<file path="config.mk">
export PLATFORM = sky130hd
export DESIGN_NAME = esprit_eigen_top
export DESIGN_NICKNAME = d
export VERILOG_FILES = /design/src/hw/eig_pkg.sv /design/src/hw/lane_if.sv /design/src/hw/eig_collect.sv /design/src/hw/eig_dispatch.sv /design/src/hw/esprit_eigen_top.sv /design/src/hw/sample_fifo.sv /design/src/hw/sqrt_lane.sv
export SDC_FILE = /design/constraint.sdc
export NUM_CORES = 2
export LEC_CHECK = 0
export ABC_AREA = 1
export BUFFER_PORTS_ARGS = -buffer_cell sky130_fd_sc_hd__buf_4
export CAP_MARGIN = 20
export CORE_UTILIZATION = 30
export DETAILED_ROUTE_END_ITERATION = 6
export PLACE_DENSITY_LB_ADDON = 0.25
export SLEW_MARGIN = 20
export SYNTH_ARGS = -nofsm -noshare
export SYNTH_HDL_FRONTEND = slang
export SYNTH_SLANG_ARGS = --single-unit
</file>
<file path="constraint.sdc">
create_clock -name clk -period 17.55 [get_ports clk]
set_input_delay 0 -clock clk [delete_from_list [all_inputs] [get_ports clk]]
set_output_delay 0 -clock clk [all_outputs]
set_load 0.01 [all_outputs]
</file>
<file path="src/hw/eig_pkg.sv">
package eig_pkg;

    // root lane control
    typedef enum logic [1:0] {
        LANE_IDLE,
        LANE_ROOT,
        LANE_DONE
    } lane_state_e;

    // issue stage of the dispatch pipeline
    typedef enum logic {
        DSP_WAIT,
        DSP_ISSUE
    } dispatch_state_e;

    // default sizing, shared by the top level and the testbench model
    localparam int DEF_DIN_WIDTH  = 16;
    localparam int DEF_DIN_POINT  = 15;
    localparam int DEF_DOUT_WIDTH = 16;
    localparam int DEF_DOUT_POINT = 13;
    localparam int DEF_BANDS      = 4;
    localparam int DEF_NUM_LANES  = 4;
    localparam int DEF_FIFO_DEPTH = 8;

endpackage

</file>
<file path="src/hw/lane_if.sv">
interface lane_if #(
    parameter int DIN_WIDTH = 16,
    parameter int BANDS     = 4
);

    // operands from dispatch, valid with start
    logic                       start;
    logic [DIN_WIDTH:0]         t;
    logic [2*DIN_WIDTH+1:0]     d;
    logic [DIN_WIDTH-1:0]       r11;
    logic [DIN_WIDTH-1:0]       r12;
    logic [$clog2(BANDS)-1:0]   band;

    // lane status and result, valid with done
    logic                       idle;
    logic                       done;
    logic [DIN_WIDTH:0]         s;
    logic [DIN_WIDTH:0]         res_t;
    logic [DIN_WIDTH-1:0]       res_r11;
    logic [DIN_WIDTH-1:0]       res_r12;
    logic [$clog2(BANDS)-1:0]   res_band;

    modport dispatch_mp (
        output start, t, d, r11, r12, band,
        input  idle
    );

    modport lane_mp (
        input  start, t, d, r11, r12, band,
        output idle, done, s, res_t, res_r11, res_r12, res_band
    );

    modport collect_mp (
        input  done, s, res_t, res_r11, res_r12, res_band
    );

endinterface

</file>
<file path="src/hw/eig_collect.sv">
module eig_collect #(
    parameter int DIN_WIDTH  = 16,
    parameter int DIN_POINT  = 15,
    parameter int DOUT_WIDTH = 16,
    parameter int DOUT_POINT = 13,
    parameter int BANDS      = 4,
    parameter int NUM_LANES  = 4
) (
    input  logic                          clk,
    input  logic                          rst,
    lane_if.collect_mp                    lanes [NUM_LANES],
    output logic signed [DOUT_WIDTH-1:0]  lamb1,
    output logic signed [DOUT_WIDTH-1:0]  lamb2,
    output logic signed [DOUT_WIDTH-1:0]  eigen1_y,
    output logic signed [DOUT_WIDTH-1:0]  eigen2_y,
    output logic signed [DOUT_WIDTH-1:0]  eigen_x,
    output logic                          dout_valid,
    output logic                          dout_error,
    output logic [$clog2(BANDS)-1:0]      band_out
);
    localparam int BW    = $clog2(BANDS);
    localparam int LW    = (NUM_LANES > 1) ? $clog2(NUM_LANES) : 1;
    localparam int SHIFT = DIN_POINT - DOUT_POINT;
    // wide enough for t+s and lamb2-r11 with sign
    localparam int CW    = DIN_WIDTH + 3;
    localparam int XW    = CW + DOUT_WIDTH;
    localparam logic signed [XW-1:0] SAT_MAX = (XW'(1) <<< (DOUT_WIDTH - 1)) - 1;
    localparam logic signed [XW-1:0] SAT_MIN = -SAT_MAX - 1;

    logic [NUM_LANES-1:0] done_vec;
    logic [DIN_WIDTH:0]   s_arr    [NUM_LANES];
    logic [DIN_WIDTH:0]   t_arr    [NUM_LANES];
    logic [DIN_WIDTH-1:0] r11_arr  [NUM_LANES];
    logic [DIN_WIDTH-1:0] r12_arr  [NUM_LANES];
    logic [BW-1:0]        band_arr [NUM_LANES];
    logic [LW-1:0]        cptr;
    logic                 take;

    logic signed [CW-1:0] t_x, s_x, r11_x, x_x;
    logic signed [CW-1:0] lam1_x, lam2_x, y1_x, y2_x;
    logic [DOUT_WIDTH:0]  lam1_q, lam2_q, y1_q, y2_q, x_q;

    // shift to the output point and clamp, flag in the top bit
    function automatic logic [DOUT_WIDTH:0] rescale(input logic signed [CW-1:0] v);
        logic signed [XW-1:0] x;
        logic                 ovf;
        x   = XW'(v) >>> SHIFT;
        ovf = (x > SAT_MAX) || (x < SAT_MIN);
        if (!ovf) begin
            return {1'b0, x[DOUT_WIDTH-1:0]};
        end
        return {1'b1, (x < 0) ? SAT_MIN[DOUT_WIDTH-1:0] : SAT_MAX[DOUT_WIDTH-1:0]};
    endfunction

    for (genvar i = 0; i < NUM_LANES; i++) begin : g_tap
        assign done_vec[i] = lanes[i].done;
        assign s_arr[i]    = lanes[i].s;
        assign t_arr[i]    = lanes[i].res_t;
        assign r11_arr[i]  = lanes[i].res_r11;
        assign r12_arr[i]  = lanes[i].res_r12;
        assign band_arr[i] = lanes[i].res_band;
    end

    // lanes finish in the order they were started
    assign take = done_vec[cptr];

    always_comb begin
        t_x    = CW'(t_arr[cptr]);
        s_x    = CW'(s_arr[cptr]);
        r11_x  = CW'(r11_arr[cptr]);
        x_x    = CW'($signed(r12_arr[cptr]));
        lam1_x = (t_x + s_x) >>> 1;
        lam2_x = (t_x - s_x) >>> 1;
        y1_x   = lam1_x - r11_x;
        y2_x   = lam2_x - r11_x;
    end

    assign lam1_q = rescale(lam1_x);
    assign lam2_q = rescale(lam2_x);
    assign y1_q   = rescale(y1_x);
    assign y2_q   = rescale(y2_x);
    assign x_q    = rescale(x_x);

    always_ff @(posedge clk) begin
        if (rst) begin
            cptr       <= '0;
            dout_valid <= 1'b0;
            dout_error <= 1'b0;
        end else begin
            dout_valid <= take;
            dout_error <= take && (lam1_q[DOUT_WIDTH] || lam2_q[DOUT_WIDTH] ||
                          y1_q[DOUT_WIDTH] || y2_q[DOUT_WIDTH] || x_q[DOUT_WIDTH]);
            if (take) begin
                cptr <= (cptr == LW'(NUM_LANES - 1)) ? '0 : cptr + 1'b1;
            end
        end
    end

    always_ff @(posedge clk) begin
        if (take) begin
            lamb1    <= lam1_q[DOUT_WIDTH-1:0];
            lamb2    <= lam2_q[DOUT_WIDTH-1:0];
            eigen1_y <= y1_q[DOUT_WIDTH-1:0];
            eigen2_y <= y2_q[DOUT_WIDTH-1:0];
            eigen_x  <= x_q[DOUT_WIDTH-1:0];
            band_out <= band_arr[cptr];
        end
    end

endmodule

</file>
<file path="src/hw/eig_dispatch.sv">
module eig_dispatch #(
    parameter int DIN_WIDTH = 16,
    parameter int BANDS     = 4,
    parameter int NUM_LANES = 4
) (
    input  logic                                clk,
    input  logic                                rst,
    input  logic [3*DIN_WIDTH+$clog2(BANDS)-1:0] fifo_data,
    input  logic                                fifo_empty,
    output logic                                fifo_pop,
    lane_if.dispatch_mp                         lanes [NUM_LANES]
);
    localparam int BW = $clog2(BANDS);
    localparam int LW = (NUM_LANES > 1) ? $clog2(NUM_LANES) : 1;

    logic [DIN_WIDTH-1:0]          in_r11;
    logic [DIN_WIDTH-1:0]          in_r22;
    logic [DIN_WIDTH-1:0]          in_r12;
    logic [BW-1:0]                 in_band;
    logic [NUM_LANES-1:0]          idle_vec;
    logic [NUM_LANES-1:0]          rsv;
    logic [LW-1:0]                 ptr;

    logic                          s1_valid;
    logic [LW-1:0]                 s1_lane;
    logic [DIN_WIDTH:0]            s1_t;
    logic signed [DIN_WIDTH:0]     s1_diff;
    logic [DIN_WIDTH-1:0]          s1_r11;
    logic signed [DIN_WIDTH-1:0]   s1_r12;
    logic [BW-1:0]                 s1_band;

    eig_pkg::dispatch_state_e      s2_state;
    logic [LW-1:0]                 s2_lane;
    logic [DIN_WIDTH:0]            s2_t;
    logic [2*DIN_WIDTH+1:0]        s2_d;
    logic [DIN_WIDTH-1:0]          s2_r11;
    logic [DIN_WIDTH-1:0]          s2_r12;
    logic [BW-1:0]                 s2_band;

    logic signed [2*DIN_WIDTH+1:0] diff_sq;
    logic signed [2*DIN_WIDTH+1:0] r12_sq;

    assign {in_r11, in_r22, in_r12, in_band} = fifo_data;

    // pop only into a lane that is idle and not already claimed by stage 1 or 2
    assign fifo_pop = !fifo_empty && idle_vec[ptr] && !rsv[ptr];

    assign diff_sq = (2 * DIN_WIDTH + 2)'(s1_diff) * (2 * DIN_WIDTH + 2)'(s1_diff);
    assign r12_sq  = (2 * DIN_WIDTH + 2)'(s1_r12) * (2 * DIN_WIDTH + 2)'(s1_r12);

    for (genvar i = 0; i < NUM_LANES; i++) begin : g_lane
        assign idle_vec[i]    = lanes[i].idle;
        assign lanes[i].start = (s2_state == eig_pkg::DSP_ISSUE) && (s2_lane == LW'(i));
        // operands are shared, only start selects the lane
        assign lanes[i].t     = s2_t;
        assign lanes[i].d     = s2_d;
        assign lanes[i].r11   = s2_r11;
        assign lanes[i].r12   = s2_r12;
        assign lanes[i].band  = s2_band;
    end

    always_ff @(posedge clk) begin
        if (rst) begin
            ptr      <= '0;
            rsv      <= '0;
            s1_valid <= 1'b0;
            s2_state <= eig_pkg::DSP_WAIT;
        end else begin
            s1_valid <= fifo_pop;
            s2_state <= s1_valid ? eig_pkg::DSP_ISSUE : eig_pkg::DSP_WAIT;
            // reservation lasts from pop until the lane sees start
            if (s2_state == eig_pkg::DSP_ISSUE) begin
                rsv[s2_lane] <= 1'b0;
            end
            if (fifo_pop) begin
                rsv[ptr] <= 1'b1;
                ptr      <= (ptr == LW'(NUM_LANES - 1)) ? '0 : ptr + 1'b1;
            end
        end
    end

    // stage 1: trace and difference
    always_ff @(posedge clk) begin
        s1_lane <= ptr;
        s1_t    <= {1'b0, in_r11} + {1'b0, in_r22};
        s1_diff <= $signed({1'b0, in_r11}) - $signed({1'b0, in_r22});
        s1_r11  <= in_r11;
        s1_r12  <= in_r12;
        s1_band <= in_band;
    end

    // stage 2: discriminant diff^2 + 4*r12^2
    always_ff @(posedge clk) begin
        s2_lane <= s1_lane;
        s2_t    <= s1_t;
        s2_d    <= $unsigned(diff_sq + (r12_sq <<< 2));
        s2_r11  <= s1_r11;
        s2_r12  <= s1_r12;
        s2_band <= s1_band;
    end

endmodule

</file>
<file path="src/hw/esprit_eigen_top.sv">
module esprit_eigen_top #(
    parameter int DIN_WIDTH  = eig_pkg::DEF_DIN_WIDTH,
    parameter int DIN_POINT  = eig_pkg::DEF_DIN_POINT,
    parameter int DOUT_WIDTH = eig_pkg::DEF_DOUT_WIDTH,
    parameter int DOUT_POINT = eig_pkg::DEF_DOUT_POINT,
    parameter int BANDS      = eig_pkg::DEF_BANDS,
    parameter int NUM_LANES  = eig_pkg::DEF_NUM_LANES,
    parameter int FIFO_DEPTH = eig_pkg::DEF_FIFO_DEPTH
) (
    input  logic                          clk,
    input  logic                          rst,
    input  logic [DIN_WIDTH-1:0]          r11,
    input  logic [DIN_WIDTH-1:0]          r22,
    input  logic signed [DIN_WIDTH-1:0]   r12,
    input  logic                          din_valid,
    input  logic [$clog2(BANDS)-1:0]      band_in,
    output logic signed [DOUT_WIDTH-1:0]  lamb1,
    output logic signed [DOUT_WIDTH-1:0]  lamb2,
    output logic signed [DOUT_WIDTH-1:0]  eigen1_y,
    output logic signed [DOUT_WIDTH-1:0]  eigen2_y,
    output logic signed [DOUT_WIDTH-1:0]  eigen_x,
    output logic                          dout_valid,
    output logic                          dout_error,
    output logic [$clog2(BANDS)-1:0]      band_out,
    output logic                          fifo_full
);
    localparam int PW = 3 * DIN_WIDTH + $clog2(BANDS);

    logic [PW-1:0] fifo_wdata;
    logic [PW-1:0] fifo_rdata;
    logic          fifo_pop;
    logic          fifo_empty;

    assign fifo_wdata = {r11, r22, r12, band_in};

    lane_if #(.DIN_WIDTH(DIN_WIDTH), .BANDS(BANDS)) lane_bus [NUM_LANES] ();

    sample_fifo #(
        .DIN_WIDTH (DIN_WIDTH),
        .BANDS     (BANDS),
        .FIFO_DEPTH(FIFO_DEPTH)
    ) u_sample_fifo (
        .clk    (clk),
        .rst    (rst),
        .push   (din_valid),
        .pop    (fifo_pop),
        .wr_data(fifo_wdata),
        .rd_data(fifo_rdata),
        .full   (fifo_full),
        .empty  (fifo_empty)
    );

    eig_dispatch #(
        .DIN_WIDTH(DIN_WIDTH),
        .BANDS    (BANDS),
        .NUM_LANES(NUM_LANES)
    ) u_eig_dispatch (
        .clk       (clk),
        .rst       (rst),
        .fifo_data (fifo_rdata),
        .fifo_empty(fifo_empty),
        .fifo_pop  (fifo_pop),
        .lanes     (lane_bus)
    );

    for (genvar i = 0; i < NUM_LANES; i++) begin : g_lanes
        sqrt_lane #(
            .DIN_WIDTH(DIN_WIDTH),
            .BANDS    (BANDS)
        ) u_sqrt_lane (
            .clk (clk),
            .rst (rst),
            .lane(lane_bus[i])
        );
    end

    eig_collect #(
        .DIN_WIDTH (DIN_WIDTH),
        .DIN_POINT (DIN_POINT),
        .DOUT_WIDTH(DOUT_WIDTH),
        .DOUT_POINT(DOUT_POINT),
        .BANDS     (BANDS),
        .NUM_LANES (NUM_LANES)
    ) u_eig_collect (
        .clk       (clk),
        .rst       (rst),
        .lanes     (lane_bus),
        .lamb1     (lamb1),
        .lamb2     (lamb2),
        .eigen1_y  (eigen1_y),
        .eigen2_y  (eigen2_y),
        .eigen_x   (eigen_x),
        .dout_valid(dout_valid),
        .dout_error(dout_error),
        .band_out  (band_out)
    );

endmodule

</file>
<file path="src/hw/sample_fifo.sv">
module sample_fifo #(
    parameter int DIN_WIDTH  = 16,
    parameter int BANDS      = 4,
    parameter int FIFO_DEPTH = 8
) (
    input  logic                                clk,
    input  logic                                rst,
    input  logic                                push,
    input  logic                                pop,
    input  logic [3*DIN_WIDTH+$clog2(BANDS)-1:0] wr_data,
    output logic [3*DIN_WIDTH+$clog2(BANDS)-1:0] rd_data,
    output logic                                full,
    output logic                                empty
);
    localparam int PW = 3 * DIN_WIDTH + $clog2(BANDS);
    localparam int AW = (FIFO_DEPTH > 1) ? $clog2(FIFO_DEPTH) : 1;

    logic [PW-1:0] mem [FIFO_DEPTH];
    logic [AW-1:0] wr_ptr;
    logic [AW-1:0] rd_ptr;
    logic [AW:0]   count;
    logic [AW:0]   count_next;
    logic          do_push;
    logic          do_pop;

    // a push into a full buffer is dropped
    assign do_push = push && !full;
    assign do_pop  = pop && !empty;
    assign rd_data = mem[rd_ptr];

    always_comb begin
        count_next = count;
        if (do_push && !do_pop) begin
            count_next = count + 1'b1;
        end else if (do_pop && !do_push) begin
            count_next = count - 1'b1;
        end
    end

    always_ff @(posedge clk) begin
        if (rst) begin
            wr_ptr <= '0;
            rd_ptr <= '0;
            count  <= '0;
            full   <= 1'b0;
            empty  <= 1'b1;
        end else begin
            if (do_push) begin
                wr_ptr <= (wr_ptr == AW'(FIFO_DEPTH - 1)) ? '0 : wr_ptr + 1'b1;
            end
            if (do_pop) begin
                rd_ptr <= (rd_ptr == AW'(FIFO_DEPTH - 1)) ? '0 : rd_ptr + 1'b1;
            end
            count <= count_next;
            full  <= (count_next == (AW + 1)'(FIFO_DEPTH));
            empty <= (count_next == '0);
        end
    end

    always_ff @(posedge clk) begin
        if (do_push) begin
            mem[wr_ptr] <= wr_data;
        end
    end

endmodule

</file>
<file path="src/hw/sqrt_lane.sv">
module sqrt_lane #(
    parameter int DIN_WIDTH = 16,
    parameter int BANDS     = 4
) (
    input  logic       clk,
    input  logic       rst,
    lane_if.lane_mp    lane
);
    // root bits; the radicand is twice as wide
    localparam int N  = DIN_WIDTH + 1;
    localparam int CW = $clog2(N);

    eig_pkg::lane_state_e state;
    logic [CW-1:0]        iter;
    logic [2*N-1:0]       rad;
    logic [N-1:0]         rem;
    logic [N-1:0]         root;
    logic [N+1:0]         rem_sh;
    logic [N+1:0]         trial;
    logic [N+2:0]         sub;

    // bring down the next two radicand bits and try root*4+1
    assign rem_sh = {rem, rad[2*N-1 -: 2]};
    assign trial  = {root, 2'b01};
    assign sub    = {1'b0, rem_sh} - {1'b0, trial};

    assign lane.idle = (state == eig_pkg::LANE_IDLE);
    assign lane.s    = root;

    always_ff @(posedge clk) begin
        if (rst) begin
            state     <= eig_pkg::LANE_IDLE;
            lane.done <= 1'b0;
        end else begin
            lane.done <= 1'b0;
            case (state)
                eig_pkg::LANE_IDLE: begin
                    if (lane.start) begin
                        state <= eig_pkg::LANE_ROOT;
                    end
                end
                eig_pkg::LANE_ROOT: begin
                    if (iter == CW'(N - 1)) begin
                        state <= eig_pkg::LANE_DONE;
                    end
                end
                eig_pkg::LANE_DONE: begin
                    state     <= eig_pkg::LANE_IDLE;
                    lane.done <= 1'b1;
                end
                default: begin
                    state <= eig_pkg::LANE_IDLE;
                end
            endcase
        end
    end

    // datapath, one root bit per cycle in LANE_ROOT
    always_ff @(posedge clk) begin
        if (state == eig_pkg::LANE_IDLE && lane.start) begin
            rad           <= lane.d;
            rem           <= '0;
            root          <= '0;
            iter          <= '0;
            lane.res_t    <= lane.t;
            lane.res_r11  <= lane.r11;
            lane.res_r12  <= lane.r12;
            lane.res_band <= lane.band;
        end else if (state == eig_pkg::LANE_ROOT) begin
            rad  <= rad << 2;
            iter <= iter + 1'b1;
            if (sub[N+2]) begin
                // trial too large, keep the remainder
                rem  <= rem_sh[N-1:0];
                root <= {root[N-2:0], 1'b0};
            end else begin
                rem  <= sub[N-1:0];
                root <= {root[N-2:0], 1'b1};
            end
        end
    end

endmodule

</file>
# After elaboration in Yosys (flattened, before gate mapping)
# Memories as Yosys holds them, arrays and structs flattened. A register that Yosys moved wholly into a read port is not among the register bits.
# Cells that the tools add are included.
# word_totals
ff_bits	771
ramBits	400
in_bits	53
output_inout_bits	85
wordCells	273
n_memories	1
# classes
add_sub_neg	21
mul	2
n_lt_le_gt_ge	21
eq_ne	28
n_mux	81
bitwise_logic	4
n_reduce_logical	45
# mem_list
memory	depth	width	read_ports	rd_ports_with_merged_regs	write_ports	line_no	source
u_sample_fifo.mem	8	50	1	1	1	sample_fifo.sv:18	logic [PW-1:0] mem [FIFO_DEPTH];
# ops
cell	count
$mux W34	8
$mux W17	13
$mux W16	9
$sub A19 B19 Y20	4
$bmux W17 S2	2
$bmux W16 S2	2
$sub A17 B17 Y18	2
$add A34 B34 Y34	1
$gt A17 B16 Y1 const B	2
$lt A17 B1 Y1 const B	2
$lt A17 B16 Y1 const B	2
$mul A17 B17 Y34	1
$mul A16 B16 Y32	1
$mux W2	12
$add A5 B1 Y5 const B	4
$eq A5 B5 Y1 const B	4
$mux W4	5
$add A17 B17 Y18	1
$sub A17 B16 Y18	1
$add A16 B16 Y17	1
$logic_and A1 B1 Y1	17
$sub A16 B16 Y17	1
$eq A2 B2 Y1 const B	8
$gt A14 B16 Y1 const B	1
35 further kinds	98

# Logic depth before layout (Yosys ltp)
# depth
depth_word	13
depth_mapped	46
depth_no_buf	45

# Hierarchy
# From an unflattened synthesis, not the netlist that was laid out.
# hier_totals
cells_unflattened	7908
hier_area_um2	74933.1
# modules_own_cells
mod	n_inst	cells_per_inst	area_per_inst_um2	seq_area_each_um2
eig_dispatch	1	3190	27804.2	3243.1
sqrt_lane (g_lanes[0].u_sqrt_lane ...)	3	642	5754.3	3393.3
sample_fifo	1	1126	16281.9	12311.8
eig_collect	1	1044	7851.3	2452.4
sqrt_lane (g_lanes[3].u_sqrt_lane)	1	622	5733.0	3393.3

# Worst setup path before layout
# OpenSTA, ideal clock, no wires.
# synth_path
path_type	register to register
startpoint	register u_eig_dispatch.s1_r12[11]
endpoint	register u_eig_dispatch.s2_d[33], in the netlist u_eig_dispatch.lanes[0].d[33]
setup_time_ps	112
arrival_ps	9504
t_required_ps	17438
slack_ps	7934
path_stages_with_launch	41
n_path_buf	2
synth_period_minus_slack_ps	9616
path_cell_list	dfxtp_1 > clkbuf_1 > clkbuf_1 > nand2_1 > fa_1 > fa_1 > fa_1 > inv_1 > fa_1 > fa_1 > inv_1 > fa_1 > inv_1 > ha_1 > a21oi_1 > o21ai_0 > a21oi_1 > nand2_1 > [5 not listed] > fa_1 > inv_1 > ha_1 > fa_1 > inv_1 > fa_1 > fa_1 > inv_1 > ha_1 > a21o_1 > a31oi_1 > o21ai_0 > a21oi_1 > nand2_1 > a21oi_1 > inv_1 > nand3_1 > nand2_1
# synth_via
elab_chain_cells	2
# synth_rtl
item	line_no	source
start, declared	eig_dispatch.sv:29	logic signed [DIN_WIDTH-1:0] s1_r12;
start signal, assigned	eig_dispatch.sv:88	s1_r12 <= in_r12;
$mul A16 B16 Y32	eig_dispatch.sv:49	assign r12_sq = (2 * DIN_WIDTH + 2)'(s1_r12) * (2 * DIN_WIDTH + 2)'(s1_r12);
$add A34 B34 Y34	eig_dispatch.sv:96	s2_d <= $unsigned(diff_sq + (r12_sq <<< 2));
end signal, assigned	eig_dispatch.sv:96	
end, declared	eig_dispatch.sv:35	logic [2*DIN_WIDTH+1:0] s2_d;
# Every way passes these cells.
# A chain may end at the register's enable or synchronous reset.

# Final worst setup path
# layout_path
startpoint	register u_eig_dispatch.s1_r12[9]
endpoint	register u_eig_dispatch.s2_d[26], in the netlist u_eig_dispatch.lanes[0].d[26]
# The elaborated chain is that of the path after synthesis.

==> results.txt <==
Clock Sinks - 1153
Layout cells sized above 1 - 7.212%
Most frequent cells in the layout - 1396 x inv_1, 1051 x nand2_1, 806 x edfxtp_1
Storage cell area - 31160 um^2
Post-synthesis cell type count - 71
Layout Area Growth over Synthesis - 13.80%
Cell depth of the worst setup path - 38
Number of CTS-inserted buffers - 131
Worst path top cell family by delay - adder cells
Ys Warns - 0
Total core area - 233600 um^2
Remaining antenna violation count - 0
Max clock buf depth - 3
Skew-Pair Late Insertion Delay - 0.79 ns
CP bufs+invs - 10
Largest net degree at the start of global routing - 119
Most common cell after layout, fill and taps aside - inv_1
Vias - 48497
Minimum clock period - 10.53 ns
Drt pass-1 iters - 5
Die Ht - 487.8 um
Pins Over Slew Limit - 0
Worst EP arrival - 11.24 ns
Max-cap violation count - 0
Clk slew on worst S/H paths - 0.06 ns
Filler cell count in the final layout - 23612
Critical Path End Type - register
# setup viols final - 0
Max H-tree Level - 4
Vias per std cell - 4.551
Status - complete, no violations
Die Footprint - 237900 um^2
Post-synth top area share - 34.19%
RSZ-0062 raised after global routing - false
DR WL/cell - 17.11 um
Seq/Total Area, Yosys - 44.00%
Setup TNS - 0 ns
Worst Reg-to-Reg Cells - 38
F_max - 0.09495 GHz
Global-route wire length before repair - 283500 um
Port-buffer cells - 136
Rows - 177
Slew Limit Headroom - 18.68%
CP required - 18.26 ns
Startpoint types - register
Hold Vio Cnt, Final - 0
Post-route DRC violation count - 0
Synth area leader - edfxtp_1
FF+latch count, synth - 1153
Crit path top cell by count - fa_1
Hold/Removal Path Class - in2reg
Cell count after synthesis - 7244
Multi-input logic area - 33220 um^2
Part of the cycle the worst path needs - 60.01%
Ports - 138
Placed wire-length estimate - 130900 um
Slowest Stage Delay on Critical Path - 0.87 ns
1st-iter DRT viols - 2718
Avg Cell Area, Syn - 9.773 um^2
Max Fanout on Critical Path - 18
Worst Tran Pin Value - 1.207 ns
Critical setup path kind - reg2reg
GR Overflow Total - 0
Worst setup margin - 7.018 ns
Syn Std Cell Area - 70800 um^2
Clk root buf - clkbuf_16
Vias in the first global route - 48977
TritonCTS clock tree - yes
Total wire length - 182400 um
Max Clock Skew - 0.03736 ns
Largest cells by area after synthesis - edfxtp_1 34%, fa_1 16%, dfxtp_1 9.8%, inv_1 7.4%, ha_1 6.8%
CP max-delay cell - dfxtp_1
Hold depth - 2
RePlAce Congestion - 0.8611
Initial Util - 30.30%
Global Route Usage Sum - 15.26%
Die width - 487.8 um
Final nets - 8394
DP Worst Slack - 6.934 ns
Initial antenna violation count - 19
==> area by class of cell <==
cell class,count,area share (%)
Inverter,1422,6.639
Clock buffer,184,4.542
Clock inverter,60,0.9240
Multi-Input combinational cell,4397,41.24
Antenna cell,10,0.03106
Timing Repair Buffer,299,3.084
Tap cell,3132,4.864
Sequential cell,1153,38.68
==> per-layer routing <==
metal	wire length [um]	vias up	GRT usage [%]
met1	87070	23677	21.07
met2	84580	830	24.89
met5	81	-	0
li1	-	23757	-
met4	3933	14	3.998
met3	6728	219	2.172
==> sequential cells by signal, indices dropped and copies added (netlist names), 16 cells and up, named ones only <==
| name | cells |
|---|---|
| u_eig_dispatch.s1_r11 | 16 |
| g_lanes.u_sqrt_lane.rem | 68 |
| u_eig_dispatch.lanes.t | 17 |
| g_lanes.u_sqrt_lane.lane.s | 68 |
| u_eig_dispatch.s1_r12 | 16 |
| g_lanes.u_sqrt_lane.rad | 132 |
| g_lanes.u_sqrt_lane.lane.res_r12 | 56 |
| u_eig_dispatch.s1_diff | 16 |
| g_lanes.u_sqrt_lane.lane.res_t | 68 |
| u_eig_dispatch.lanes.d | 32 |
| u_sample_fifo.mem | 400 |
| u_eig_dispatch.lanes.r11 | 16 |
| g_lanes.u_sqrt_lane.lane.res_r11 | 64 |
| u_eig_collect.eigen1_y | 16 |
| u_eig_collect.eigen2_y | 16 |
| u_eig_dispatch.s1_t | 17 |
| g_lanes.u_sqrt_lane.iter | 20 |
==> cell usage after synthesis (all sizes together) <==
cell type / instances
ha: 384
o221a: 2
o31ai: 8
edfxtp: 806
a21o: 21
nand4: 23
o2111ai: 4
conb: 1
a221oi: 2
or2: 16
xor2: 158
nand3b: 9
fa: 553
nor4: 9
a21boi: 8
nand3: 126
o21bai: 23
o221ai: 3
a31oi: 48
dfxtp: 347
a21oi: 323
nor3b: 4
and3: 4
buf: 79
o21ai: 577
o211ai: 28
a211oi: 6
o311ai: 2
xnor2: 47
o22ai: 100
nor3: 62
a22o: 1
a31o: 2
a32o: 18
a22oi: 83
a32oi: 17
o211a: 1
nor2: 642
clkinv: 5
nand2: 1076
o21a: 5
inv: 1417
clkbuf: 194
==> what timing repair did <==
action / 4_1_cts / 5_1_grt
setup buffers: 0 / 0
hold endpoints to repair: 435 / 0
hold buffers: 96 / 0
gates resized for setup: 0 / 0
==> through the flow <==
step	hold slack [ns]	cells	utilization (%)	cell area (um^2)
after floorplan	0.09887	7245	-	70800
after global placement	0.2317	10307	32.18	75180
after detailed placement	0.2376	10307	32.18	75180
after CTS	0.0009739	10647	34.47	80540
after global routing	0.02944	10655	34.48	80560
final	0.05921	10657	34.48	80570
==> cell families (layout without fill, tap and decap cells) <==
logic type / count (synthesis) / count (layout) / share of synthesized area, %
XOR/XNOR: 205 / 205 / 2.557
AND/OR/NAND/NOR: 1971 / 1971 / 11.27
adder cells (fa/ha/maj): 937 / 937 / 22.42
other: 1 / 12 / 0.005297
AO/OA/AOI/OAI: 1282 / 1282 / 10.54
buffers and inverters: 1695 / 1965 / 9.204
flip-flops: 1153 / 1153 / 44.00
==> worst paths after layout <==
check / start / end / slack [ns]
worst min register to register: u_eig_dispatch.s1_r11[11]$_DFF_P_ / u_eig_dispatch.lanes[0].r11[11]$_DFF_P_ / 0.33
worst max-delay path: u_eig_dispatch.s1_r12[9]$_DFF_P_ / u_eig_dispatch.lanes[0].d[26]$_DFF_P_ / 7.02
worst min-delay path: r22[2] / u_sample_fifo.mem[6][20]$_DFFE_PP_ / 0.06
worst max register to register: u_eig_dispatch.s1_r12[9]$_DFF_P_ / u_eig_dispatch.lanes[0].d[26]$_DFF_P_ / 7.02
Power is left out: the tool's default activity adds up to more than one toggle a clock period on the data nets, which glitch-free logic cannot reach.
